===== src/logic/cpuPkg.sv =====
////////////////////
// Shared widths, ISA encodings and pipeline stage payloads
////////////////////
package cpuPkg;

  localparam int wordWidth = 16;  // Data and address width
  localparam int regCount  = 16;

  typedef logic [wordWidth-1:0]        wordT;
  typedef logic [$clog2(regCount)-1:0] regIdxT;

  // Top nibble of the instruction word
  typedef enum logic [3:0] {
    ADD = 4'd0,
    SUB = 4'd1,
    XOR = 4'd2,
    SLL = 4'd4,
    SRA = 4'd5,
    LW  = 4'd8,
    SW  = 4'd9,
    LLB = 4'd10,
    LHB = 4'd11,
    B   = 4'd12,
    BR  = 4'd13,
    PCS = 4'd14,
    HLT = 4'd15
  } opcodeT;

  typedef struct packed {
    logic z;  // Zero
    logic v;  // Signed overflow
    logic n;  // Negative
  } flagsT;

  // Branch condition field, instr[11:9]
  typedef enum logic [2:0] {
    condNe  = 3'd0,
    condEq  = 3'd1,
    condGt  = 3'd2,
    condLt  = 3'd3,
    condGe  = 3'd4,
    condLe  = 3'd5,
    condOv  = 3'd6,
    condAll = 3'd7
  } condT;

  typedef struct packed {
    logic regWrite;
    logic memToReg;   // Writeback takes load data
    logic memWrite;
    logic aluSrc;     // Operand B from immediate
    logic setsFlags;
    logic isBranch;
    logic isHalt;
  } ctrlT;

  ////////////////////
  // Stage payloads

  typedef struct packed {
    logic valid;
    wordT instr;
    wordT pcPlus2;
  } ifIdT;

  typedef struct packed {
    logic   valid;
    ctrlT   ctrl;
    opcodeT opcode;
    condT   cond;
    regIdxT rs;        // Zero when not read
    regIdxT rt;        // Zero when not read
    regIdxT dst;
    wordT   opA;
    wordT   opB;
    wordT   imm;
    wordT   brOffset;  // Sign extended and doubled
    wordT   pcPlus2;
  } idExT;

  typedef struct packed {
    logic   valid;
    logic   regWrite;
    logic   memToReg;
    logic   memWrite;
    regIdxT dst;
    wordT   aluResult;  // Also the data address
    wordT   storeData;
  } exMemT;

  typedef struct packed {
    logic   valid;
    logic   regWrite;
    regIdxT dst;
    wordT   result;
  } memWbT;

  // Register write seen outside the core
  typedef struct packed {
    logic   enable;
    regIdxT regNum;
    wordT   data;
  } wbTraceT;

  // Program word for instruction memory
  typedef struct packed {
    logic enable;
    wordT addr;
    wordT data;
  } memLoadT;

endpackage


===== src/logic/controlUnit.sv =====
////////////////////
// Instruction decoder
////////////////////
module controlUnit
  import cpuPkg::*;
(
  input  wordT instr,
  output idExT decoded
);

  opcodeT op;

  assign op = opcodeT'(instr[wordWidth-1:12]);

  always_comb begin
    decoded          = '0;  // Operands filled in by the top level
    decoded.opcode   = op;
    decoded.cond     = condT'(instr[11:9]);
    decoded.dst      = instr[11:8];
    decoded.rs       = instr[7:4];
    decoded.rt       = instr[3:0];
    decoded.imm      = {12'b0, instr[3:0]};              // Shift amount or word offset
    decoded.brOffset = {{6{instr[8]}}, instr[8:0], 1'b0};

    // Unread sources go to R0 so they never hazard
    case (op)
      ADD, SUB, XOR: begin
        decoded.ctrl.regWrite  = 1'b1;
        decoded.ctrl.setsFlags = 1'b1;
      end
      SLL, SRA: begin
        decoded.ctrl.regWrite = 1'b1;
        decoded.ctrl.aluSrc   = 1'b1;
        decoded.rt            = '0;
      end
      LW: begin
        decoded.ctrl.regWrite = 1'b1;
        decoded.ctrl.memToReg = 1'b1;
        decoded.ctrl.aluSrc   = 1'b1;
        decoded.rt            = '0;
      end
      SW: begin
        decoded.ctrl.memWrite = 1'b1;
        decoded.ctrl.aluSrc   = 1'b1;
        decoded.rt            = instr[11:8];  // Store data lives in rd slot
        decoded.dst           = '0;
      end
      LLB, LHB: begin
        decoded.ctrl.regWrite = 1'b1;
        decoded.ctrl.aluSrc   = 1'b1;
        decoded.rs            = instr[11:8];  // Keeps the other byte of rd
        decoded.rt            = '0;
        decoded.imm           = {{8{instr[7]}}, instr[7:0]};
      end
      B, BR: begin
        decoded.ctrl.isBranch = 1'b1;
        decoded.rs            = (op == BR) ? instr[7:4] : '0;
        decoded.rt            = '0;
        decoded.dst           = '0;
      end
      PCS: begin
        decoded.ctrl.regWrite = 1'b1;
        decoded.rs            = '0;
        decoded.rt            = '0;
      end
      HLT: begin
        decoded.ctrl.isHalt = 1'b1;
        decoded.rs          = '0;
        decoded.rt          = '0;
        decoded.dst         = '0;
      end
      default: begin  // Unused opcodes, no effect
        decoded.rs  = '0;
        decoded.rt  = '0;
        decoded.dst = '0;
      end
    endcase
  end

endmodule


===== config.mk =====
export PLATFORM = sky130hd
export DESIGN_NAME = controlUnit
export DESIGN_NICKNAME = d
export VERILOG_FILES = /design/src/logic/cpuPkg.sv /design/src/logic/controlUnit.sv
export SDC_FILE = /design/constraint.sdc
export NUM_CORES = 1
export LEC_CHECK = 0
export BUFFER_PORTS_ARGS = -buffer_cell sky130_fd_sc_hd__buf_2
export CORE_MARGIN = 3
export CORE_UTILIZATION = 30
export DETAILED_ROUTE_END_ITERATION = 10
export PLACE_DENSITY = 0.91
export SLEW_MARGIN = 10
export SYNTH_ARGS = -nofsm -noshare
export SYNTH_HDL_FRONTEND = slang
export SYNTH_SLANG_ARGS = --single-unit

===== constraint.sdc =====
create_clock -name vclk -period 0.8
set_input_delay 0 -clock vclk [all_inputs]
set_output_delay 0 -clock vclk [all_outputs]
set_load 0.01 [all_outputs]

=== After elaboration in Yosys (flattened, before gate mapping) ===
Cells that the tools add are included.
W data, S select, Z words.

* Reductions and logical operators: 7
* Mux-type cells: 12
* Equality and inequality tests: 12

{| class="wikitable"
|+ Operator list
! kind !! number
|-
| $eq A4 B4 Y1 const B || 8
|-
| $mux W16 || 1
|-
| $pmux W4 S3 || 1
|-
| $reduce_or A9 Y1 || 1
|-
| $eq A4 B3 Y1 const B || 2
|-
| $mux W4 || 2
|-
| $pmux W4 S2 || 1
|-
| $mux W1 || 7
|-
| $reduce_or A7 Y1 || 1
|-
| $reduce_or A6 Y1 || 1
|-
| $eq A4 B1 Y1 const B || 1
|-
| $eq A4 B2 Y1 const B || 1
|-
| $logic_not A4 Y1 || 1
|-
| $reduce_or A2 Y1 || 2
|-
| $reduce_or A3 Y1 || 1
|}

* Bits of input ports: 16
* Output and inout port bits: 107
* Register bits: 0
* Word-level logic and storage cells: 31

=== Depth between registers and ports, before layout ===
* Depth in word-level cells: 3
* Depth in mapped cells: 4
* Gate-level depth less buffers: 3

=== Least setup slack after synthesis ===
Ideal clock, no wire load.

* Kind: input port to output port
* Start point: input port instr[15]
* End point: output port decoded[40] (netlist name)
* Stages: 4
* Arrival: 861 ps
* Setup slack: -61 ps
* Data required time: 800 ps
* Cell sequence: buf_6 -> nor2b_2 -> and3_1 -> buf_4

{| class="wikitable"
|+ RTL lines
! element !! RTL line !! source
|-
| start, declared || controlUnit.sv:7 || <nowiki>input wordT instr,</nowiki>
|-
| end, declared || controlUnit.sv:8 || <nowiki>output idExT decoded</nowiki>
|}

==> results.txt <==
die area: 0.00383 mm2
Yosys cell types: 23
worst setup margin: -0.526 ps
Core Region: 0.00285 mm2
placed cells: 208
grt ovf: 0
final hold viol count: 0
Max FO, Critical Path: 7
hold_buf cts: 0
Final nets: 197
Non-Filler Instances: 210
I/O Buffers: 73
DR vias: 802
layout cells sized above 1: 54.7%
footprint of the multi-input gates: 485 um2
Netlist Area Pre-Place: 936 um2
failing checks: setup timing
Max rail drop VDD: 0.000184 V
Hold Path Class: input pin to primary output
layout overhead on the synthesized area: 14.6%
crit path time final: 801 ps
status: finished with violations
Post-DRT Antenna Nets: 0
Mapped Cells: 130
final WL: 2.28 mm
Max Slew Vio Count: 0
CP Data Required Time: 800 ps
filler cell count: 286
number of clock buffers in the layout: 0
initial antenna violation count: 0
max cap viols: 0
RSZ-0062 raised after global routing: yes
routability cong.: 0.620
drc violations: 0
All-Layer GR Usage: 8.64%
Seq cells: 0
Die Wd: 61.9 um
crit share post-route: 100%
Initial Util: 32.8%
maximum clock frequency: 1.25 GHz
YS warnings: 0
Worst setup SP type: input pin
largest net degree at the start of global routing: 11
drt via density: 3.82
type of the worst setup path: input pin to primary output
Die H: 61.9 um
vias in the first global route: 516
register area: 0 um2
Post-DP HPWL: 2.04 mm
antenna diode count: 0
row count: 19
Routed wire per std cell: 10.9 um
Setup Viol. Count Final: 1
first-pass GRT wire length: 2.49 mm
drt pass-1 iters: 3
endpoint type of the worst setup path: primary output
average cell area after synthesis: 7.20 um2
LEAKAGE: 0.714 nW
sequential-to-total area share from yosys stat: 0%
CP Data Arrival Time: 800 ps
DR iter-0 viols: 14
post-layout util: 37.6%
IO Pins: 123
pwr/cell area: 605 mW/mm2
-- worst max-delay path, stage by stage --
cell and delay [ps]:
buf_12 110, o21a_1 200, o22ai_4 210, a22o_1 150, buf_2 120
-- worst paths after layout --
kind,from,end,cells past startpoint
setup / recovery,instr[12],decoded[89],5
hold / removal,instr[2],decoded[34],2
-- timing repair --
item,in CTS,in global routing
buffers inserted,2,0
setup endpoints to repair,26,14
pin swaps,10,8
gates resized for setup,15,7
-- logic make-up (layout without fill, tap and decap cells) --
family	Yosys count	in the layout	share of synthesized area [%]
AOI/OAI and AO/OA	14	14	12.6
buffers and inverters	89	89	70.9
and+or+nand+nor	26	26	16.2
other	1	50	0.401
-- metal layers --
layer	routed length, um	share of wire (%)	vias to the layer above	track usage (%)
li1	-	-	390	-
met5	0	0	-	0
met2	1240	54	71	18.5
met3	276	12	0	0.207
met1	768	34	341	9.77
met4	0	0	0	0
-- placed cells by master (no fill, tap or decap) --
cell type	n
buf_4	11
a22o_1	4
nor2_1	6
o22ai_4	1
nor3b_1	1
a22oi_1	3
nor2b_2	1
a21o_1	1
buf_12	3
nand4b_1	1
a31oi_2	1
nor2b_1	5
and3_1	3
o22ai_1	1
and2_4	1
a21oi_4	1
and3b_2	1
and3b_1	1
o21a_1	1
a21oi_2	1
buf_2	69
nand2_1	4
and3_2	1
nor2b_4	1
buf_6	5
inv_2	1
conb_1	50
-- area by class of cell --
type / instances / area share (%)
inverters: 1 / 0.350
repair buffers: 88 / 50.8
well taps: 31 / 3.62
multi-input cells: 90 / 45.3
-- power by group --
| group | internal (mW) | leakage, nW | total [mW] | switching, mW |
|---|---|---|---|---|
| registers | 0 | 0 | 0 | 0 |
| clock network | 0 | 0 | 0 | 0 |
| logic | 0.273 | 0.714 | 0.649 | 0.376 |
| total | 0.273 | 0.714 | 0.649 | 0.376 |
-- Yosys cell counts (all sizes together) --
| cell type | instances | share of area [%] |
|---|---|---|
| a21oi | 2 | 1.5 |
| nand4b | 1 | 0.94 |
| o21a | 1 | 0.80 |
| and3 | 4 | 2.7 |
| a22o | 4 | 3.7 |
| o22ai | 2 | 2.0 |
| buf | 88 | 70 |
| nor2 | 6 | 2.4 |
| and2 | 1 | 0.94 |
| a21o | 1 | 0.80 |
| nor3b | 1 | 0.80 |
| a22oi | 3 | 2.4 |
| inv | 1 | 0.40 |
| nand2 | 4 | 1.6 |
| nor2b | 7 | 4.9 |
| conb | 1 | 0.40 |
| a31oi | 1 | 1.3 |
| and3b | 2 | 1.9 |
-- through the flow --
stage	setup WS (ps)	total power, mW	setup TNS, ps	hold WS (ps)	instance area [um2]
final	-0.526	0.649	-0.526	209	1070
after global routing	-44.7	0.718	-247	234	1070
after CTS	-32.0	0.635	-133	212	1050
after detailed placement	-83.6	0.587	-812	212	976
after global placement	-79.3	0.583	-670	211	976
after floorplan	28.9	0.608	0	91.8	1120
(Power assumes the default switching activity.)
