[src/logic/cpuPkg.sv]
////////////////////
// Shared widths, ISA encodings and pipeline stage payloads
////////////////////
package cpuPkg;

  localparam int wordWidth = 16;  // Data and address width
  localparam int regCount  = 16;

  typedef logic [wordWidth-1:0]        wordT;
  typedef logic [$clog2(regCount)-1:0] regIdxT;

  // Top nibble of the instruction word
  typedef enum logic [3:0] {
    ADD = 4'd0,
    SUB = 4'd1,
    XOR = 4'd2,
    SLL = 4'd4,
    SRA = 4'd5,
    LW  = 4'd8,
    SW  = 4'd9,
    LLB = 4'd10,
    LHB = 4'd11,
    B   = 4'd12,
    BR  = 4'd13,
    PCS = 4'd14,
    HLT = 4'd15
  } opcodeT;

  typedef struct packed {
    logic z;  // Zero
    logic v;  // Signed overflow
    logic n;  // Negative
  } flagsT;

  // Branch condition field, instr[11:9]
  typedef enum logic [2:0] {
    condNe  = 3'd0,
    condEq  = 3'd1,
    condGt  = 3'd2,
    condLt  = 3'd3,
    condGe  = 3'd4,
    condLe  = 3'd5,
    condOv  = 3'd6,
    condAll = 3'd7
  } condT;

  typedef struct packed {
    logic regWrite;
    logic memToReg;   // Writeback takes load data
    logic memWrite;
    logic aluSrc;     // Operand B from immediate
    logic setsFlags;
    logic isBranch;
    logic isHalt;
  } ctrlT;

  ////////////////////
  // Stage payloads

  typedef struct packed {
    logic valid;
    wordT instr;
    wordT pcPlus2;
  } ifIdT;

  typedef struct packed {
    logic   valid;
    ctrlT   ctrl;
    opcodeT opcode;
    condT   cond;
    regIdxT rs;        // Zero when not read
    regIdxT rt;        // Zero when not read
    regIdxT dst;
    wordT   opA;
    wordT   opB;
    wordT   imm;
    wordT   brOffset;  // Sign extended and doubled
    wordT   pcPlus2;
  } idExT;

  typedef struct packed {
    logic   valid;
    logic   regWrite;
    logic   memToReg;
    logic   memWrite;
    regIdxT dst;
    wordT   aluResult;  // Also the data address
    wordT   storeData;
  } exMemT;

  typedef struct packed {
    logic   valid;
    logic   regWrite;
    regIdxT dst;
    wordT   result;
  } memWbT;

  // Register write seen outside the core
  typedef struct packed {
    logic   enable;
    regIdxT regNum;
    wordT   data;
  } wbTraceT;

  // Program word for instruction memory
  typedef struct packed {
    logic enable;
    wordT addr;
    wordT data;
  } memLoadT;

endpackage

[src/logic/registerFile.sv]
////////////////////
// Register file, R0 hardwired to zero
////////////////////
module registerFile
  import cpuPkg::*;
(
  input  logic   clk,
  input  logic   reset,
  input  regIdxT srcReg1,
  input  regIdxT srcReg2,
  input  logic   writeEnable,
  input  regIdxT dstReg,
  input  wordT   dstData,
  output wordT   srcData1,
  output wordT   srcData2
);

  wordT regs [regCount];

  // Same cycle write shows through to the read
  function automatic wordT readPort(regIdxT src, wordT stored, logic we,
                                    regIdxT dst, wordT data);
    if (src == '0) return '0;
    if (we && (dst == src)) return data;
    return stored;
  endfunction

  always_ff @(posedge clk) begin
    if (reset) begin
      for (int i = 0; i < regCount; i++) begin
        regs[i] <= '0;
      end
    end else if (writeEnable && (dstReg != '0)) begin
      regs[dstReg] <= dstData;
    end
  end

  assign srcData1 = readPort(srcReg1, regs[srcReg1], writeEnable, dstReg, dstData);
  assign srcData2 = readPort(srcReg2, regs[srcReg2], writeEnable, dstReg, dstData);

endmodule

[config.mk]
export PLATFORM = sky130hd
export DESIGN_NAME = registerFile
export DESIGN_NICKNAME = d
export VERILOG_FILES = /design/src/logic/cpuPkg.sv /design/src/logic/registerFile.sv
export SDC_FILE = /design/constraint.sdc
export NUM_CORES = 1
export LEC_CHECK = 0
export BUFFER_PORTS_ARGS = -buffer_cell sky130_fd_sc_hd__buf_4
export CORE_MARGIN = 3
export CORE_UTILIZATION = 23
export DETAILED_ROUTE_END_ITERATION = 12
export GPL_TIMING_DRIVEN = 0
export PLACE_DENSITY = 0.47
export RECOVER_POWER = 50
export SLEW_MARGIN = 25
export SYNTH_ARGS = -nofsm -noshare
export SYNTH_HDL_FRONTEND = slang
export SYNTH_SLANG_ARGS = --single-unit
[constraint.sdc]
create_clock -name clk -period 2.1 [get_ports clk]
set_input_delay 0.21 -clock clk [delete_from_list [all_inputs] [get_ports clk]]
set_output_delay 0.21 -clock clk [all_outputs]
set_load 0.01 [all_outputs]
* After elaboration in Yosys (flattened, before gate mapping) *
Memories as Yosys holds them, arrays and structs flattened.
Index checks and enable logic that the tools add are counted.
W data, S select, Z words.

storage, ports and cells
  output and inout port bits = 32
  bits in registers = 0
  memory bits (writable) = 256
  word-level logic and storage cells = 32
  memories = 1

memory list
  name  words  width  read ports  clocked after Yosys merged registers in  wr ports  RTL line            RTL
  regs  16     16     2           0                                        16        registerFile.sv:18  wordT regs [regCount];

cells by class
  muxes and demuxes = 22
  reductions and logical operators = 7
  eq/ne operators = 2

operator list
  cell                 count
  $mux W16             9
  $reduce_or A16 Y1    1
  $mux W1              12
  $eq A4 B4 Y1         2
  $logic_not A4 Y1     2
  $mux W4              1
  $reduce_bool A4 Y1   1
  $logic_and A1 B1 Y1  3

* Logic depth before layout (Yosys ltp) *
Gate-level depths: netlist of the first run.

  depth after elaboration = 7
  mapped depth = 8

* Worst setup path after synthesis of the first run *
Ideal clock, no wire load.

  path type = in2out
  start = in srcReg2[2]
  end = out srcData2[10]
  arrival time = 1.512 ns
  slack = 0.378 ns
  cell stages on the path = 7
  cell sequence = buf_2 > or3b_1 > buf_2 > buf_2 > o22ai_1 > a211oi_1 > a31oi_1

between the ends
  word-level cells in the longest chain between the ends = 6
  elaborated cells on any way between the ends = 10

ends and longest elaborated chain
  item                   RTL line            RTL
  from (decl)            registerFile.sv:10  input regIdxT srcReg2,
  $eq A4 B4 Y1           registerFile.sv:24  if (we && (dst == src)) return data;
  $logic_and A1 B1 Y1    registerFile.sv:24
  $mux W1 (2 in series)  registerFile.sv:24
  $mux W16               registerFile.sv:25  return stored;
  $mux W16 *             registerFile.sv:24
  to (decl)              registerFile.sv:15  output wordT srcData2

Mark *: on every way between the ends. The rest lies on a longest branch, timed or not. The select of a mux whose other input is x is not followed.

==> metrics.txt, run 1 <==
Die Area=approximately 65000 µm²; Final Hold Viols=0; Initial Util=0.233; final period utilization=1.19; pin count of the biggest net entering global routing=17; max FFs per register=256; Placement Rows=90; Synth async-reset ratio=0; clock buffer depth=3; Max VDD drop=0.573 mV; crit path launch type=flop; fill cell count=just over 6000; count leader, synth=edfxtp_1; Synth Area per Inst=roughly 14 µm²; YS warnings=0; Via density=4.73; CTS Root Cell=clkbuf_16; Starting DRT DRC Count=a little under 800; Top Ports=63; largest family of logic cells by synthesized area=multiplexers; Fmax achieved=between 300 and 400 MHz; antenna violations before repair=1; Syn Inst Count=~1000; vias in the first global route=slightly below 10000; Num CTS Buffers=28; Synth Register Bits=256; Max Cap Violations=0; Area Growth Syn to Fin=22.5%; sequential fraction of the synthesis area=0.543; failing checks=negative setup slack; Tmin final=~2.5 ns; DRT antenna net count=0; kind of critical path=reg -> out; Synth Flop Type=edfxtp_1; Die Y=roughly 250 µm; fin util=0.286; Leak=between 0.005 and 0.006 µW; Reg with most FFs=regs; area share of the largest cell type after synthesis=0.543; biggest regs=regs x256; clock slew at reported path FFs=about 0.060 ns; Cell Chain, Critical Path=mux4_2 > mux2_4 > a211oi_4 > a21oi_2 > buf_4; Post-DP HPWL=roughly 36 mm; ant diodes=0; die width=approximately 250 µm; final worst setup slack=-0.408 ns; CP arrival=roughly 2.3 ns; status=finished, violations left; synth cell count leaders=edfxtp_1, and2_1, mux2i_1; placer congestion estimate=0.919; Core Region=roughly 61000 µm²; CTS tree=done; nets@finish=around 1200; H-tree Lvls=1; post-synthesis adder-cell area fraction=0; P per Cell Area=roughly 770 nW/µm²; Final setup viols=48; first-pass GRT wire length=67.7 mm; CP required=between 1.5 and 2 ns; area of the multi-input gates=around 6600 µm²; CP Max Fanout=2; Slew headroom=0.236; DRC=0; largest stage delay on the critical path=between 0.4 and 0.5 ns; Compound-Gate Fraction of Synth Area=0.0762; via count=a little over 9000; Synth area leader=edfxtp_1; Post-Synth XOR/XNOR Area=0.00495; Sink Count=about 260; Wirelength per Cell=approximately 24 µm; Post-Synth Simple-Gate Area=0.143; mapped cell area=between 10000 and 15000 µm²; worst hold path class=in -> reg; IO Port Bufs=56; mux share of post-synthesis cell area=0.194; fraction of layout cells with a size suffix above 1=0.278; TritonRoute pass-1 iters=5; Sequential Area=7690 µm²; Critical Path Slowest Stage Cell=mux4_2; RSZ-0062 raised after global routing=yes; Post-synth EDFFs=approximately 260; Total Wirelength=~46 mm; Final Max Tran Viols=0; setup TNS=-5.64 ns; GRT Util Overall=0.143; Slew @ Worst Pin=around 1.1 ns; main area contributors after synthesis=edfxtp_1, and2_1, mux4_2; Distinct cells, synth=34; critical path endpoint category=output pin; total grt overflow=0
critical path: cells and delay by family (launching register included):
family	cells	cell delay [ns]
flops	1	0.41
mux	2	0.78
compound gates	2	0.37
buf+inv	1	0.17
cell usage in the layout, fill, tap and decap left out, types with 25 or more instances in the layout:
cell / Yosys / final
a211oi_2: 0 / 25
and2_0: 0 / 90
and2_1: 240 / 150
buf_4: 13 / 65
clkbuf_1: 47 / 49
clkbuf_16: 0 / 29
edfxtp_1: 256 / 256
mux2i_1: 128 / 125
mux4_2: 64 / 64
nand3_1: 30 / 30
o22ai_1: 64 / 45
o31ai_1: 32 / 32
worst paths after layout:
check	start	endpoint	cells past startpoint
worst min-delay path	dstData[4]	regs[3][4]	2
worst max-delay path	regs[8][14]	srcData2[14]	5
report_power, final:
part	switching, µW	internal, µW
clock network	2060	3120
logic	1180	867
registers	153	5930
metal layers:
| layer | wire [µm] | global-route usage | share of wire |
|---|---|---|---|
| met2 | 23100 | 0.256 | 0.50 |
| met4 | 1170 | 0.0390 | 0.025 |
| met1 | 20400 | 0.184 | 0.44 |
| met3 | 1520 | 0.0125 | 0.033 |
| met5 | 0 | 0 | 0 |
timing repair:
action | CTS | global route
setup endpoints to repair | 32 | 32
gates resized for setup | 126 | 19
pin swaps | 54 | 5
hold buffers | 3 | 0
buffers inserted | 3 | 3
endpoints found under the hold margin | 10 | 0
metrics by stage:
stage / hold slack (ns) / power (µW) / worst slack (ns) / area [µm²] / cells
6_report: 0.0284 / 13300 / -0.408 / 17300 / 1958
5_1_grt: 0.0276 / 13700 / -0.431 / 17300 / 1958
4_1_cts: 0.00203 / 13400 / -0.383 / 17200 / 1955
3_5_place_dp: 0.576 / 7960 / -0.738 / 15600 / 1899
3_3_place_gp: 0.573 / 7940 / -0.749 / 15600 / 1899
2_1_floorplan: 0.408 / 7170 / 0.378 / 14200 / 1061
final cells by class:
class                      count  share of cell area
timing repair buffer          65              0.0293
multi-input combinational    703               0.380
clock buffer                  35              0.0432
buffer                       101              0.0360
tap                          782              0.0565
sequential                   256               0.444
clock inverter                16              0.0116
kinds of logic after synthesis:
kind of cell              after synthesis
and+or+nand+nor                       325
AOI/OAI and AO/OA                     160
buffers and inverters                 102
xor gates and xnor gates                8
DFF                                   256
muxes                                 194
other                                   1
(Power assumes the default switching activity.)
==> inputs of run 2 (changes only) <==
--- a/config.mk
+++ b/config.mk
@@ -12,7 +12,7 @@
 export GPL_TIMING_DRIVEN = 0
 export PLACE_DENSITY = 0.47
 export RECOVER_POWER = 50
-export SLEW_MARGIN = 25
+export SETUP_SLACK_MARGIN = 0.5
 export SYNTH_ARGS = -nofsm -noshare
 export SYNTH_HDL_FRONTEND = slang
 export SYNTH_SLANG_ARGS = --single-unit
==> metrics.txt, run 2 (synthesis gave the netlist of run 1 again) <==
Tot Pwr=12800 µW (-3.5%); Final Max Tran Viols=0 (unchanged); DRT antenna net count=0 (unchanged); Starting DRT DRC Count=520 (-34%); nets@finish=1191 (+0.42%); crit path launch type=flop; Initial Util=0.233 (unchanged); Placement Rows=90 (unchanged); dpl cell area=16500 µm² (+5.7%); Slew @ Worst Pin=1.14 ns (-0.00776 ns); CP required=1.89 ns (about the same); Tmin final=2.45 ns (-0.0572 ns); Final Hold Viols=0 (unchanged); final worst setup slack=-0.351 ns (+0.0572 ns); vias in the first global route=9701 (-0.74%); CP arrival=2.24 ns (-0.06 ns); Reg with most FFs=regs; die width=254 µm (unchanged); antenna violations before repair=0 (-1); setup TNS=-5.10 ns (+0.537 ns); clock slew at reported path FFs=0.06 ns (about the same); worst hold path class=in -> reg; Sink Count=256 (unchanged); total grt overflow=0 (unchanged); fraction of layout cells with a size suffix above 1=0.301 (+0.0227); fin cells=1960 (+0.10%); first-pass GRT wire length=70.3 mm (+3.9%); TritonRoute pass-1 iters=5 (unchanged); fill cell count=6127 (-0.31%); final period utilization=1.17 (-0.0272); Post-DP HPWL=36.9 mm (+4.0%); max FFs per register=256 (unchanged); biggest regs=regs x256; status=finished, violations left; most frequent cells in the layout=edfxtp_1, and2_1, mux2i_1; P per Cell Area=723 nW/µm² (-5.8%); GRT Util Overall=0.149 (+0.00681); CP Max Fanout=2 (unchanged); Num CTS Buffers=29 (+3.6%); Via density=4.71 (-0.52%); Slew headroom=0.242 (+0.00518); via count=9222 (-0.42%); Top Ports=63 (unchanged); kind of critical path=reg -> out; Die Y=254 µm (unchanged); Fmax achieved=408 MHz (+2.3%); H-tree Lvls=1 (unchanged); CTS Root Cell=clkbuf_16; Core Region=60600 µm² (unchanged); DP Cell Count=1899 (unchanged); CTS tree=done; Place WS=-0.574 ns (+0.164 ns); critical path endpoint category=output pin; failing checks=negative setup slack; Leak=0.00605 µW (+2.1%); design area=17700 µm² (+2.4%); Final setup viols=32 (-33%); Total Wirelength=48.1 mm (+4.2%); commonest non-fill, non-tap cell in the layout=edfxtp_1; DRC=0 (unchanged); Wirelength per Cell=24.5 µm (+4.1%); RSZ-0062 raised after global routing=yes; placer congestion estimate=0.887 (-3.4%); Max Cap Violations=0 (unchanged); clock buffer depth=3 (unchanged); IO Port Bufs=56 (unchanged); Max VDD drop=0.496 mV (-13%); pin count of the biggest net entering global routing=17 (unchanged); Die Area=64500 µm² (unchanged); Area Growth Syn to Fin=25.4%
-- run 2: what timing repair did --
action                                 in CTS  in global routing
pin swaps                                  26                  2
buffers inserted                           11                  0
resized for setup                          97                  9
endpoints found under the hold margin       1                  0
hold buffers                                1                  0
setup endpoints to repair                 310                 57
-- run 2: worst paths after layout --
check,from,to,cells past startpoint
worst max-delay path,regs[14][14],srcData1[14],5
worst min-delay path,dstData[4],regs[2][4],2
-- run 2: layer usage --
metal / part of all wire / track usage / vias up
li1: - / - / 4231
met1: 0.44 / 0.197 / 4771
met2: 0.51 / 0.268 / 170
met3: 0.035 / 0.0136 / 50
met4: 0.016 / 0.0305 / 0
met5: 0 / 0 / -
-- run 2: through the flow --
step / util / hold WS, ns
after floorplan: - / 0.408
after global placement: 0.272 / 0.588
after detailed placement: 0.272 / 0.586
after CTS: 0.294 / 0.000304
after global routing: 0.293 / 0.0267
final: 0.293 / 0.0236
-- run 2: layout make-up --
class,count,area [µm²],area share
flip-flops and latches,256,7690,0.433
multi-input cells,703,6950,0.392
well taps,782,978,0.0551
clock buffers,42,774,0.0436
plain buffers,102,733,0.0413
repair buffers,68,591,0.0333
clock inverters,6,28.8,0.00162
diodes,1,2.50,0.000141
-- run 2: critical path: stages, from the launching register on --
cell	delay (ns)
edfxtp_1	0.38
mux4_2	0.49
mux2_4	0.29
a211oi_2	0.20
a21oi_2	0.14
buf_4	0.17
-- run 2: power breakdown --
part | internal (µW) | switching [µW] | leakage [µW]
sequential | 5930 | 152 | 0.00245
clock | 2520 | 2010 | 0.000385
combinational | 958 | 1260 | 0.00322
