<file path="src/logic/cpuPkg.sv">
////////////////////
// Shared widths, ISA encodings and pipeline stage payloads
////////////////////
package cpuPkg;

  localparam int wordWidth = 16;  // Data and address width
  localparam int regCount  = 16;

  typedef logic [wordWidth-1:0]        wordT;
  typedef logic [$clog2(regCount)-1:0] regIdxT;

  // Top nibble of the instruction word
  typedef enum logic [3:0] {
    ADD = 4'd0,
    SUB = 4'd1,
    XOR = 4'd2,
    SLL = 4'd4,
    SRA = 4'd5,
    LW  = 4'd8,
    SW  = 4'd9,
    LLB = 4'd10,
    LHB = 4'd11,
    B   = 4'd12,
    BR  = 4'd13,
    PCS = 4'd14,
    HLT = 4'd15
  } opcodeT;

  typedef struct packed {
    logic z;  // Zero
    logic v;  // Signed overflow
    logic n;  // Negative
  } flagsT;

  // Branch condition field, instr[11:9]
  typedef enum logic [2:0] {
    condNe  = 3'd0,
    condEq  = 3'd1,
    condGt  = 3'd2,
    condLt  = 3'd3,
    condGe  = 3'd4,
    condLe  = 3'd5,
    condOv  = 3'd6,
    condAll = 3'd7
  } condT;

  typedef struct packed {
    logic regWrite;
    logic memToReg;   // Writeback takes load data
    logic memWrite;
    logic aluSrc;     // Operand B from immediate
    logic setsFlags;
    logic isBranch;
    logic isHalt;
  } ctrlT;

  ////////////////////
  // Stage payloads

  typedef struct packed {
    logic valid;
    wordT instr;
    wordT pcPlus2;
  } ifIdT;

  typedef struct packed {
    logic   valid;
    ctrlT   ctrl;
    opcodeT opcode;
    condT   cond;
    regIdxT rs;        // Zero when not read
    regIdxT rt;        // Zero when not read
    regIdxT dst;
    wordT   opA;
    wordT   opB;
    wordT   imm;
    wordT   brOffset;  // Sign extended and doubled
    wordT   pcPlus2;
  } idExT;

  typedef struct packed {
    logic   valid;
    logic   regWrite;
    logic   memToReg;
    logic   memWrite;
    regIdxT dst;
    wordT   aluResult;  // Also the data address
    wordT   storeData;
  } exMemT;

  typedef struct packed {
    logic   valid;
    logic   regWrite;
    regIdxT dst;
    wordT   result;
  } memWbT;

  // Register write seen outside the core
  typedef struct packed {
    logic   enable;
    regIdxT regNum;
    wordT   data;
  } wbTraceT;

  // Program word for instruction memory
  typedef struct packed {
    logic enable;
    wordT addr;
    wordT data;
  } memLoadT;

endpackage

</file>
<file path="src/logic/aluCompute.sv">
////////////////////
// ALU, flag register and branch condition check
////////////////////
module aluCompute
  import cpuPkg::*;
(
  input  logic   clk,
  input  logic   reset,
  input  logic   valid,
  input  opcodeT opcode,
  input  condT   cond,
  input  wordT   operandA,
  input  wordT   operandB,
  output wordT   result,
  output logic   branchTaken
);

  localparam int msb = wordWidth - 1;

  flagsT flags;
  logic  overflow;
  logic  condHolds;

  always_comb begin
    case (opcode)
      ADD:     result = operandA + operandB;  // Wraps
      SUB:     result = operandA - operandB;
      XOR:     result = operandA ^ operandB;
      SLL:     result = operandA << operandB[3:0];
      SRA:     result = wordT'($signed(operandA) >>> operandB[3:0]);
      LW, SW:  result = operandA + (operandB << 1);  // Offset counts words
      LLB:     result = {operandA[msb:8], operandB[7:0]};
      LHB:     result = {operandB[7:0], operandA[7:0]};
      PCS:     result = operandA;                    // pcPlus2 muxed in upstream
      default: result = '0;
    endcase
  end

  // Sign of result disagrees with like-signed inputs
  always_comb begin
    if (opcode == SUB) begin
      overflow = (operandA[msb] != operandB[msb]) && (result[msb] != operandA[msb]);
    end else begin
      overflow = (operandA[msb] == operandB[msb]) && (result[msb] != operandA[msb]);
    end
  end

  ////////////////////
  // Flags

  always_ff @(posedge clk) begin
    if (reset) begin
      flags <= '0;
    end else if (valid) begin
      case (opcode)
        ADD, SUB: flags <= '{z: (result == '0), v: overflow, n: result[msb]};
        XOR:      flags.z <= (result == '0);  // V and N kept
        default:  ;
      endcase
    end
  end

  always_comb begin
    case (cond)
      condNe:  condHolds = ~flags.z;
      condEq:  condHolds = flags.z;
      condGt:  condHolds = ~flags.z & ~flags.n;
      condLt:  condHolds = flags.n;
      condGe:  condHolds = flags.z | ~flags.n;
      condLe:  condHolds = flags.z | flags.n;
      condOv:  condHolds = flags.v;
      default: condHolds = 1'b1;  // Always
    endcase
  end

  assign branchTaken = valid & ((opcode == B) | (opcode == BR)) & condHolds;

endmodule

</file>
<file path="config.mk">
export PLATFORM = sky130hd
export DESIGN_NAME = aluCompute
export DESIGN_NICKNAME = d
export VERILOG_FILES = /design/src/logic/cpuPkg.sv /design/src/logic/aluCompute.sv
export SDC_FILE = /design/constraint.sdc
export NUM_CORES = 1
export LEC_CHECK = 0
export BUFFER_PORTS_ARGS = -buffer_cell sky130_fd_sc_hd__buf_2
export CORE_MARGIN = 1
export CORE_UTILIZATION = 55
export CTS_CLUSTER_DIAMETER = 100
export DETAILED_ROUTE_END_ITERATION = 8
export PLACE_DENSITY = 0.79
export SLEW_MARGIN = 20
export SYNTH_ARGS = -nofsm -noshare
export SYNTH_HDL_FRONTEND = slang
export SYNTH_SLANG_ARGS = --single-unit
</file>
<file path="constraint.sdc">
create_clock -name clk -period 4.18 [get_ports clk]
set_clock_uncertainty 0.2 [all_clocks]
set_input_delay 0.418 -clock clk [delete_from_list [all_inputs] [get_ports clk]]
set_output_delay 0.418 -clock clk [all_outputs]
set_load 0.005 [all_outputs]
</file>
# Word level (Yosys, flattened, before mapping)
# Index checks and enable logic that the tools add are counted.
[word_totals]
inputBits = 42
latch_bits = 0
memories = 0
mem_bits_rw = 0
output_inout_bits = 17
mem_bits_ro = 0
ff_bits = 3
[op_classes]
n_eq_ne = 20
multipliers = 0
shift = 2
order_cmp = 0
n_bitwise = 9
reduce_logical = 10
addsub = 3
n_div = 0
n_mux = 3
[op_table]
columns = ["cell", "count"]
rows = [
  ["16-bit case mux with 9 select lines", 1],
  ["16-bit adder", 2],
  ["4-bit equality test, second input constant", 7],
  ["16-bit logical NOT", 1],
  ["16-bit by 4-bit left shift with 16-bit output", 1],
  ["16-bit by 4-bit >>> shifter with 16-bit output", 1],
  ["16-bit subtractor", 1],
  ["16-bit XOR", 1],
  ["3-bit equality test, second input constant", 3],
  ["4-bit by 3-bit equality test with 1-bit output, second input constant", 2],
  ["1-bit case mux with 7 select lines", 1],
  ["3-bit by 2-bit equality test with 1-bit output, second input constant", 2],
  ["4-bit by 1-bit equality test with 1-bit output, second input constant", 1],
  ["4-bit by 2-bit equality test with 1-bit output, second input constant", 1],
  ["4-bit logical NOT", 1],
  ["2-bit AND reduction", 2],
  ["2-bit OR reduction", 2],
  ["1-bit bitwise AND", 3],
  ["3-bit by 1-bit equality test with 1-bit output, second input constant", 1],
  ["3-bit logical NOT", 1],
  ["1-bit OR", 3],
  ["3-bit OR reduction", 1],
  ["1-bit logical AND", 2],
  ["1-bit != test", 2],
  ["other kinds (3)", 4],
]

# Logic depth before layout (Yosys ltp)
# Gate-level depths: netlist of the first run.
[logic_depth]
word_depth = 6
mapped_depth = 21
depth_no_buf = 16

# Worst setup path after synthesis of the first run
# No wires, ideal clock.
[synth_path]
path_kind = "in2reg"
startpoint = "input operandB[1]"
endpoint = "register flags[2] in the netlist's numbering"
stages = 17
setup_slack_ns = -0.367
t_required_ns = 3.921
setup_ns = 0.059
arrival_time_ns = 4.287
path_cell_list = "buf_2 -> inv_2 -> buf_2 -> buf_2 -> clkbuf_1 -> ha_1 -> nand2_1 -> o21ai_0 -> fa_1 -> o21ai_0 -> a2111oi_2 -> o211ai_1 -> or4_1 -> or4_1 -> nor4_1 -> nand4b_1 -> nand2_1"
[synth_via]
elab_chain_cells = 3
word_cells_on_any_way = 8
classes_between = "add/sub (3); shift (2); mux (1); bitwise (1); reduce/logical (1)"
[synth_rtl]
columns = ["item", "line", "source"]
rows = [
  ["start: declaration", "aluCompute.sv:13", "input wordT operandB,"],
  ["16-bit subtractor (tied with other cells)", "aluCompute.sv:27", "SUB: result = operandA - operandB;"],
  ["16-bit case mux with 9 select lines *", "aluCompute.sv:25", "case (opcode)"],
  ["named net result[1]", "aluCompute.sv:14", "output wordT result,"],
  ["16-bit logical NOT *", "aluCompute.sv:56, aluCompute.sv:57", ""],
  ["end signal: assignment", "aluCompute.sv:56", "ADD, SUB: flags <= '{z: (result == '0), v: overflow, n: result[msb]};"],
  ["end: declaration", "aluCompute.sv:20", "flagsT flags;"],
]
# Mark *: on every way through the listed nets, which the timed path passes. The rest lies on a longest branch.
# A chain may end at the register's enable or synchronous reset.

# Worst setup path after layout of the first run
[layout_path]
startpoint = "input opcode[1]"
endpoint = "output result[9]"
[layout_via]
elab_chain_cells = 3
word_cells_on_any_way = 12
classes_between = "eq/ne (9); mux (1); reduce/logical (2)"
[layout_rtl]
columns = ["item", "line", "source"]
rows = [
  ["start: declaration", "aluCompute.sv:10", "input opcodeT opcode,"],
  ["4-bit equality test", "aluCompute.sv:25", ""],
  ["2-bit OR reduction", "aluCompute.sv:25", ""],
  ["16-bit case mux with 9 select lines *", "aluCompute.sv:25", ""],
  ["end: declaration", "aluCompute.sv:14", ""],
]
# Mark *: on every way between the ends. The rest lies on a longest branch, timed or not.

==> results of run 1 <==
==> repair_timing <==
item / in CTS / in global routing
resized for setup: 3 / 15
setup buffers: 0 / 1
pin swaps: 0 / 3
endpoints found under the setup margin: 2 / 7
==> report_power, final <==
part           internal (mW)  switching [mW]
combinational          0.321           0.434
sequential            0.0295        0.000503
clock                 0.0651          0.0191
total                  0.415           0.454
==> critical path, stage by stage <==
cell      delay, ns
buf_2          0.12
nor3_4         0.20
and2_0         0.21
buf_4          0.15
a21oi_1        0.05
xnor2_1        0.14
ha_1           0.32
o21a_1         0.19
o21ai_0        0.39
a21oi_1        0.14
buf_4          0.18
o31ai_1        0.26
xor2_1         0.11
o211ai_1       0.33
buf_2          0.19
==> logic make-up (layout without fill, tap and decap cells) <==
logic type,after synthesis,count (layout),share of synthesized area (%)
AND/OR/NAND/NOR,236,236,27.9
XOR/XNOR,32,32,6.35
multiplexers,68,68,18.7
AO/OA/AOI/OAI,194,194,30.6
buffers and inverters,60,138,5.42
adder cells (fa/ha/maj),33,33,9.70
flip-flops,3,3,1.36
==> area by class of cell <==
cell class	instances	area (um2)
multi-input combinational	563	4210
fill	676	2490
timing repair buffer	114	723
tap	102	128
inverter	20	75.1
sequential	3	60.1
clock buffer	4	45.0
==> path summary, 6_finish.rpt <==
kind                                              end  slack [ns]  cells past startpoint
worst max-delay path                        result[9]        0.15                     15
worst min-delay path            flags[1]$_SDFFE_PP0P_        0.26                      2
worst max register to register  flags[1]$_SDFFE_PP0P_        3.27                      2
worst min register to register  flags[2]$_SDFFE_PP0P_        0.28                      2
==> routing by layer <==
layer / up-vias / share of wire, %
met1: 2688 / 38
met3: 100 / 12
li1: 2584 / -
met4: 0 / 6.0
met2: 452 / 44
met5: - / 0
==> synthesized netlist by cell type, types with 10 or more instances <==
cell | number | area share (%)
a21oi_1 | 35 | 4.0
xnor2_1 | 19 | 3.8
o21a_1 | 10 | 1.7
mux2_2 | 13 | 3.3
nor3_1 | 18 | 2.0
xor2_1 | 13 | 2.6
inv_1 | 17 | 1.4
ha_1 | 31 | 8.8
nor2b_1 | 17 | 2.4
nor2_1 | 45 | 3.8
mux4_2 | 10 | 5.1
clkbuf_1 | 24 | 2.0
nand2_1 | 60 | 5.1
o211ai_1 | 17 | 2.9
a211oi_1 | 10 | 1.7
mux2i_1 | 43 | 9.8
nand3_1 | 21 | 2.4
o21ai_0 | 35 | 4.0
buf_2 | 11 | 1.2
nor4_1 | 11 | 1.6
==> results by group, run 1 <==
Clocking
  – Clock Sinks: 3
  – CTS buffer count: 3
  – Root Driver: clkbuf_8
  – TritonCTS clock tree: built
  – Hold Buf Count CTS: 0
  – Clk buf depth: 2
  – Clk Latency, worst-skew pair: roughly 0.21 ns
  – CTS H-tree lvls: 1
  – Clock slew at reported path FFs: about 0.03 ns

Setup path
  – FF-to-FF Start: flags[1]$_SDFFE_PP0P_
  – Kind of critical path: in -> out
  – Critical Path RT: about 3.6 ns
  – CP endpoint kind: output pin
  – Worst path arrival time: about 3.4 ns
  – Critical path launch point type: input pin
  – Crit-path max FO: 5
  – Worst Setup SP: opcode[1]

Routing
  – Drt first pass iters: 6
  – DRC: 0
  – Drt total wl: around 18 mm
  – Antenna-violating nets left: 0
  – Vias: 5824
  – Wire per inst: ~23 um
  – Number of DRC markers in iteration 0: slightly above 800
  – Via density: slightly above 7

Floorplan
  – Ports: 59
  – Die area: roughly 8400 um2
  – Die H: 91.6 um
  – Initial Util: 57.1%
  – Rows: 32
  – Core ar.: approximately 7700 um2
  – Chip width: 91.6 um

Synth
  – Syn nets: roughly 700
  – Synthesized instance count: 626
  – Post-synth EDFFs: 0
  – Avg Inst Size Synth: around 7 um2
  – Top FF cell, synth: dfxtp_1
  – Synth unique cells: 77
  – Seq/Total Area, Yosys: 1.36%
  – Synthesized area: between 4000 and 5000 um2
  – #FFs+latches synth: 3
  – Synth warnings: 0
  – Async S/R FF share, synth: 0%

Timing
  – Final period util: about 96%
  – Final Hold Vio Count: 0
  – Endpoints failing setup: 0
  – Hold Slack: roughly 0.26 ns
  – Max Clock Freq: approximately 0.25 GHz
  – Max Slew Vio Count: 0
  – Min Clock Period, post-route: 4.03 ns
  – Setup ws final: approximately 0.15 ns
  – Worst slew pin tran: approximately 0.67 ns
  – Setup TNS: 0 ns
  – Relative slew slack: between 50% and 60%

Placed design
  – DPL Wire Length: 14.0 mm
  – Port bufs: 58
  – Placement Cell Area: between 5000 and 6000 um2
  – Place WS: -0.281 ns
  – Inst Count DP: roughly 800
  – Gpl congestion: approximately 1.0

Global route
  – Layer with the highest usage: met2
  – Grt total ovfl: 0
  – Global-route usage over all layers: between 40% and 50%
  – Met2 Use GR: 67.4%
  – Largest net degree at the start of global routing: 41
  – Vias in the first global route: between 5000 and 6000
  – Global-route wire length before repair: between 20 and 30 mm
  – Initial antenna violation count: 0
  – GR Layer Usage met1: 55.2%
  – Met3 Use GR: under 10%

Worst hold path
  – Hold Crit Class: in -> reg
  – Beginning of the worst hold path: reset

Status
  – Run status: complete, no violations

Cells and area
  – Commonest non-fill, non-tap cell in the layout: nand2_1
  – Most frequent cells in the layout: nand2_1, buf_2, buf_4
  – Nets: between 700 and 800
  – Area delta synth->final: 18.7%
  – Fin cells: roughly 800
  – Design area: between 5000 and 6000 um2
  – Largest Register: flags
  – Final core utilization: a little under 70%
  – ANT cells: 0
  – Max reg flops: 3
  – Regs by FF count: flags: 3 flops
  – Share of cells above drive strength 1: a little under a quarter

Pwr
  – Design Power: a little under 0.9 mW
  – Leak: roughly 2.2 nW
  – Pwr per Cell Area: roughly 170 nW/um2
  – Max VDD drop: between 0.09 and 0.1 mV

Flow run
  – Max cap viols: 0
No activity file was read; power rests on OpenSTA's default activity.
==> inputs of run 2 (changes only) <==
--- a/config.mk
+++ b/config.mk
@@ -10,7 +10,7 @@
 export CORE_UTILIZATION = 55
 export CTS_CLUSTER_DIAMETER = 100
 export DETAILED_ROUTE_END_ITERATION = 8
-export PLACE_DENSITY = 0.79
+export PLACE_DENSITY = 0.91
 export SLEW_MARGIN = 20
 export SYNTH_ARGS = -nofsm -noshare
 export SYNTH_HDL_FRONTEND = slang
==> run 2 against run 1 <==
Against the previous run: clock power up 2.6%; core utilization down 0.24 points; maximum frequency down 1.7%; hold slack worse by 0.0066 ns; sequential cell count unchanged; critical endpoint is now result[14].
==> results by group, run 2 (synthesis results as in run 1) <==
Floorplan
  – Chip width: 91.6 um (unchanged)
  – Core ar.: 7730 um2 (unchanged)
  – Initial Util: 57.1% (unchanged)
  – Rows: 32 (unchanged)
  – Ports: 59 (unchanged)
  – Die area: 8390 um2 (unchanged)
  – Die H: 91.6 um (unchanged)

Routing
  – Drt first pass iters: 5 (-1)
  – Vias: 5919 (+1.6%)
  – Number of DRC markers in iteration 0: 760 (-5.7%)
  – Via density: 7.31 (+1.1%)
  – Drt total wl: 18.9 mm (+3.6%)
  – Antenna-violating nets left: 0 (unchanged)
  – DRC: 0 (unchanged)
  – Wire per inst: 23.3 um (+3.0%)

Cells and area
  – Max reg flops: 3 (unchanged)
  – Multi-input gate area: 4170 um2 (-0.86%)
  – Regs by FF count: flags: 3 flops
  – ANT cells: 0 (unchanged)
  – Fill cell count: 667 (-1.3%)
  – Share of cells above drive strength 1: 23.3% (-0.27 points)
  – Nets: 784 (+0.51%)
  – Area delta synth->final: 18.3%
  – Final core utilization: 67.6% (-0.24 points)
  – FF+latch area: 60.1 um2 (unchanged)
  – Fin cells: 810 (+0.50%)
  – Most frequent cells in the layout: nand2_1, buf_4, buf_2
  – Largest Register: flags

Placed design
  – Gpl congestion: 1.09 (+8.1%)
  – DPL Wire Length: 14.3 mm (+2.2%)
  – Inst Count DP: 805 (+0.50%)
  – Port bufs: 58 (unchanged)

Setup path
  – R2R cell count: 2 (unchanged)
  – Critical Path RT: 3.56 ns (about the same)
  – Critical path launch point type: input pin
  – Crit-path cells: buf_2 -> buf_4 -> nor2_1 -> buf_4 -> nand2_1 -> o21ai_0 -> xor2_1 -> ha_1 -> o21a_1 -> o21ai_0 -> nand2b_1 -> o311ai_1 -> buf_4 -> a211oi_1 -> mux2i_1 -> a211o_1 -> buf_2
  – Crit-path max FO: 12 (+7)
  – Kind of critical path: in -> out
  – CP endpoint kind: output pin
  – CP max stage delay: 0.41 ns (+0.02 ns)
  – Worst path arrival time: 3.48 ns (+0.07 ns)
  – Most used cell, CP: buf_4
  – R2R Setup Slk: 3.31 ns (+0.04 ns)
  – Slowest CP cell: ha_1

Timing
  – Final period util: 98.0% (+1.6 points)
  – Max Clock Freq: 0.244 GHz (-1.7%)
  – Endpoints failing setup: 0 (unchanged)
  – Min Clock Period, post-route: 4.10 ns (+0.0686 ns)
  – Relative slew slack: 50.9% (-3.6 points)
  – Hold Slack: 0.255 ns (-0.00655 ns)
  – Final Hold Vio Count: 0 (unchanged)
  – Setup TNS: 0 ns (unchanged)
  – Worst slew pin tran: 0.718 ns (+0.0526 ns)
  – Max Slew Vio Count: 0 (unchanged)

Pwr
  – Leak: 2.26 nW (+0.63%)
  – Max VDD drop: 0.0878 mV (-8.5%)
  – Design Power: 0.885 mW (+1.7%)
  – Pwr per Cell Area: 169 nW/um2 (+2.1%)

Clocking
  – CTS buffer count: 3 (unchanged)
  – Hold Buf Count CTS: 0 (unchanged)
  – CTS H-tree lvls: 1 (unchanged)
  – Clock Sinks: 3 (unchanged)
  – TritonCTS clock tree: built
  – Root Driver: clkbuf_8
  – Clk Latency, worst-skew pair: 0.22 ns (about the same)
  – Clock slew at reported path FFs: 0.03 ns (about the same)
  – Clk buf depth: 2 (unchanged)

Global route
  – Global-route wire length before repair: 29.0 mm (+2.3%)
  – Initial antenna violation count: 0 (unchanged)
  – Largest net degree at the start of global routing: 41 (unchanged)
  – Global-route usage over all layers: 43.5% (+0.95 points)
  – Vias in the first global route: 5554 (+0.74%)
  – Grt total ovfl: 0 (unchanged)

Worst hold path
  – Hold Crit Class: in -> reg
  – Worst Hold Path Cells: 2 (unchanged)

Flow run
  – Max cap viols: 0 (unchanged)

Status
  – Run status: complete, no violations
## run 2: power breakdown
group | leakage [nW] | switching, mW | internal [mW]
clock | 0.0228 | 0.0212 | 0.0652
sequential | 0.0243 | 0.000380 | 0.0295
combinational | 2.22 | 0.441 | 0.327
total | 2.26 | 0.463 | 0.422
## run 2: path summary, 6_finish.rpt
kind,from,endpoint
max,operandB[0],result[14]
min,reset,flags[1]$_SDFFE_PP0P_
max reg2reg,flags[1]$_SDFFE_PP0P_,flags[1]$_SDFFE_PP0P_
min reg2reg,flags[2]$_SDFFE_PP0P_,flags[2]$_SDFFE_PP0P_
## run 2: worst max-delay path, delay by kind of cell
kind | cells | cell delay (ns)
XOR/XNOR | 1 | 0.15
adder cells (fa/ha/maj) | 1 | 0.41
AND/OR/NAND/NOR | 3 | 0.38
AO/OA/AOI/OAI | 6 | 1.27
multiplexers | 1 | 0.13
buffers and inverters | 5 | 0.73
## run 2: final cells by class
type                       count  share of cell area, %
multi-input combinational    563                   79.9
timing repair buffer         118                   14.2
tap                          102                   2.44
inverter                      20                   1.44
sequential                     3                   1.15
clock buffer                   4                  0.863
## run 2: timing repair
item / 4_1_cts / 5_1_grt
gates resized for setup: 0 / 15
setup endpoints to repair: 0 / 10
buffers inserted: 0 / 1
## run 2: per-stage QoR
| stage | setup WS (ns) | cell area (um2) |
|---|---|---|
| global placement | 0.0517 | 5120 |
| global route | -0.0354 | 5220 |
| floorplan | 0.0245 | 4450 |
| CTS | 0.0119 | 5160 |
| detailed placement | -0.00219 | 5120 |
| finish | 0.0828 | 5220 |
## run 2: routing by layer
layer / track usage, % / up-vias / routed length, um
li1: - / 2589 / -
met1: 56.6 / 2698 / 7060
met2: 71.6 / 520 / 8470
met3: 6.20 / 112 / 2320
met4: 18.0 / 0 / 1040
met5: 0 / - / 0
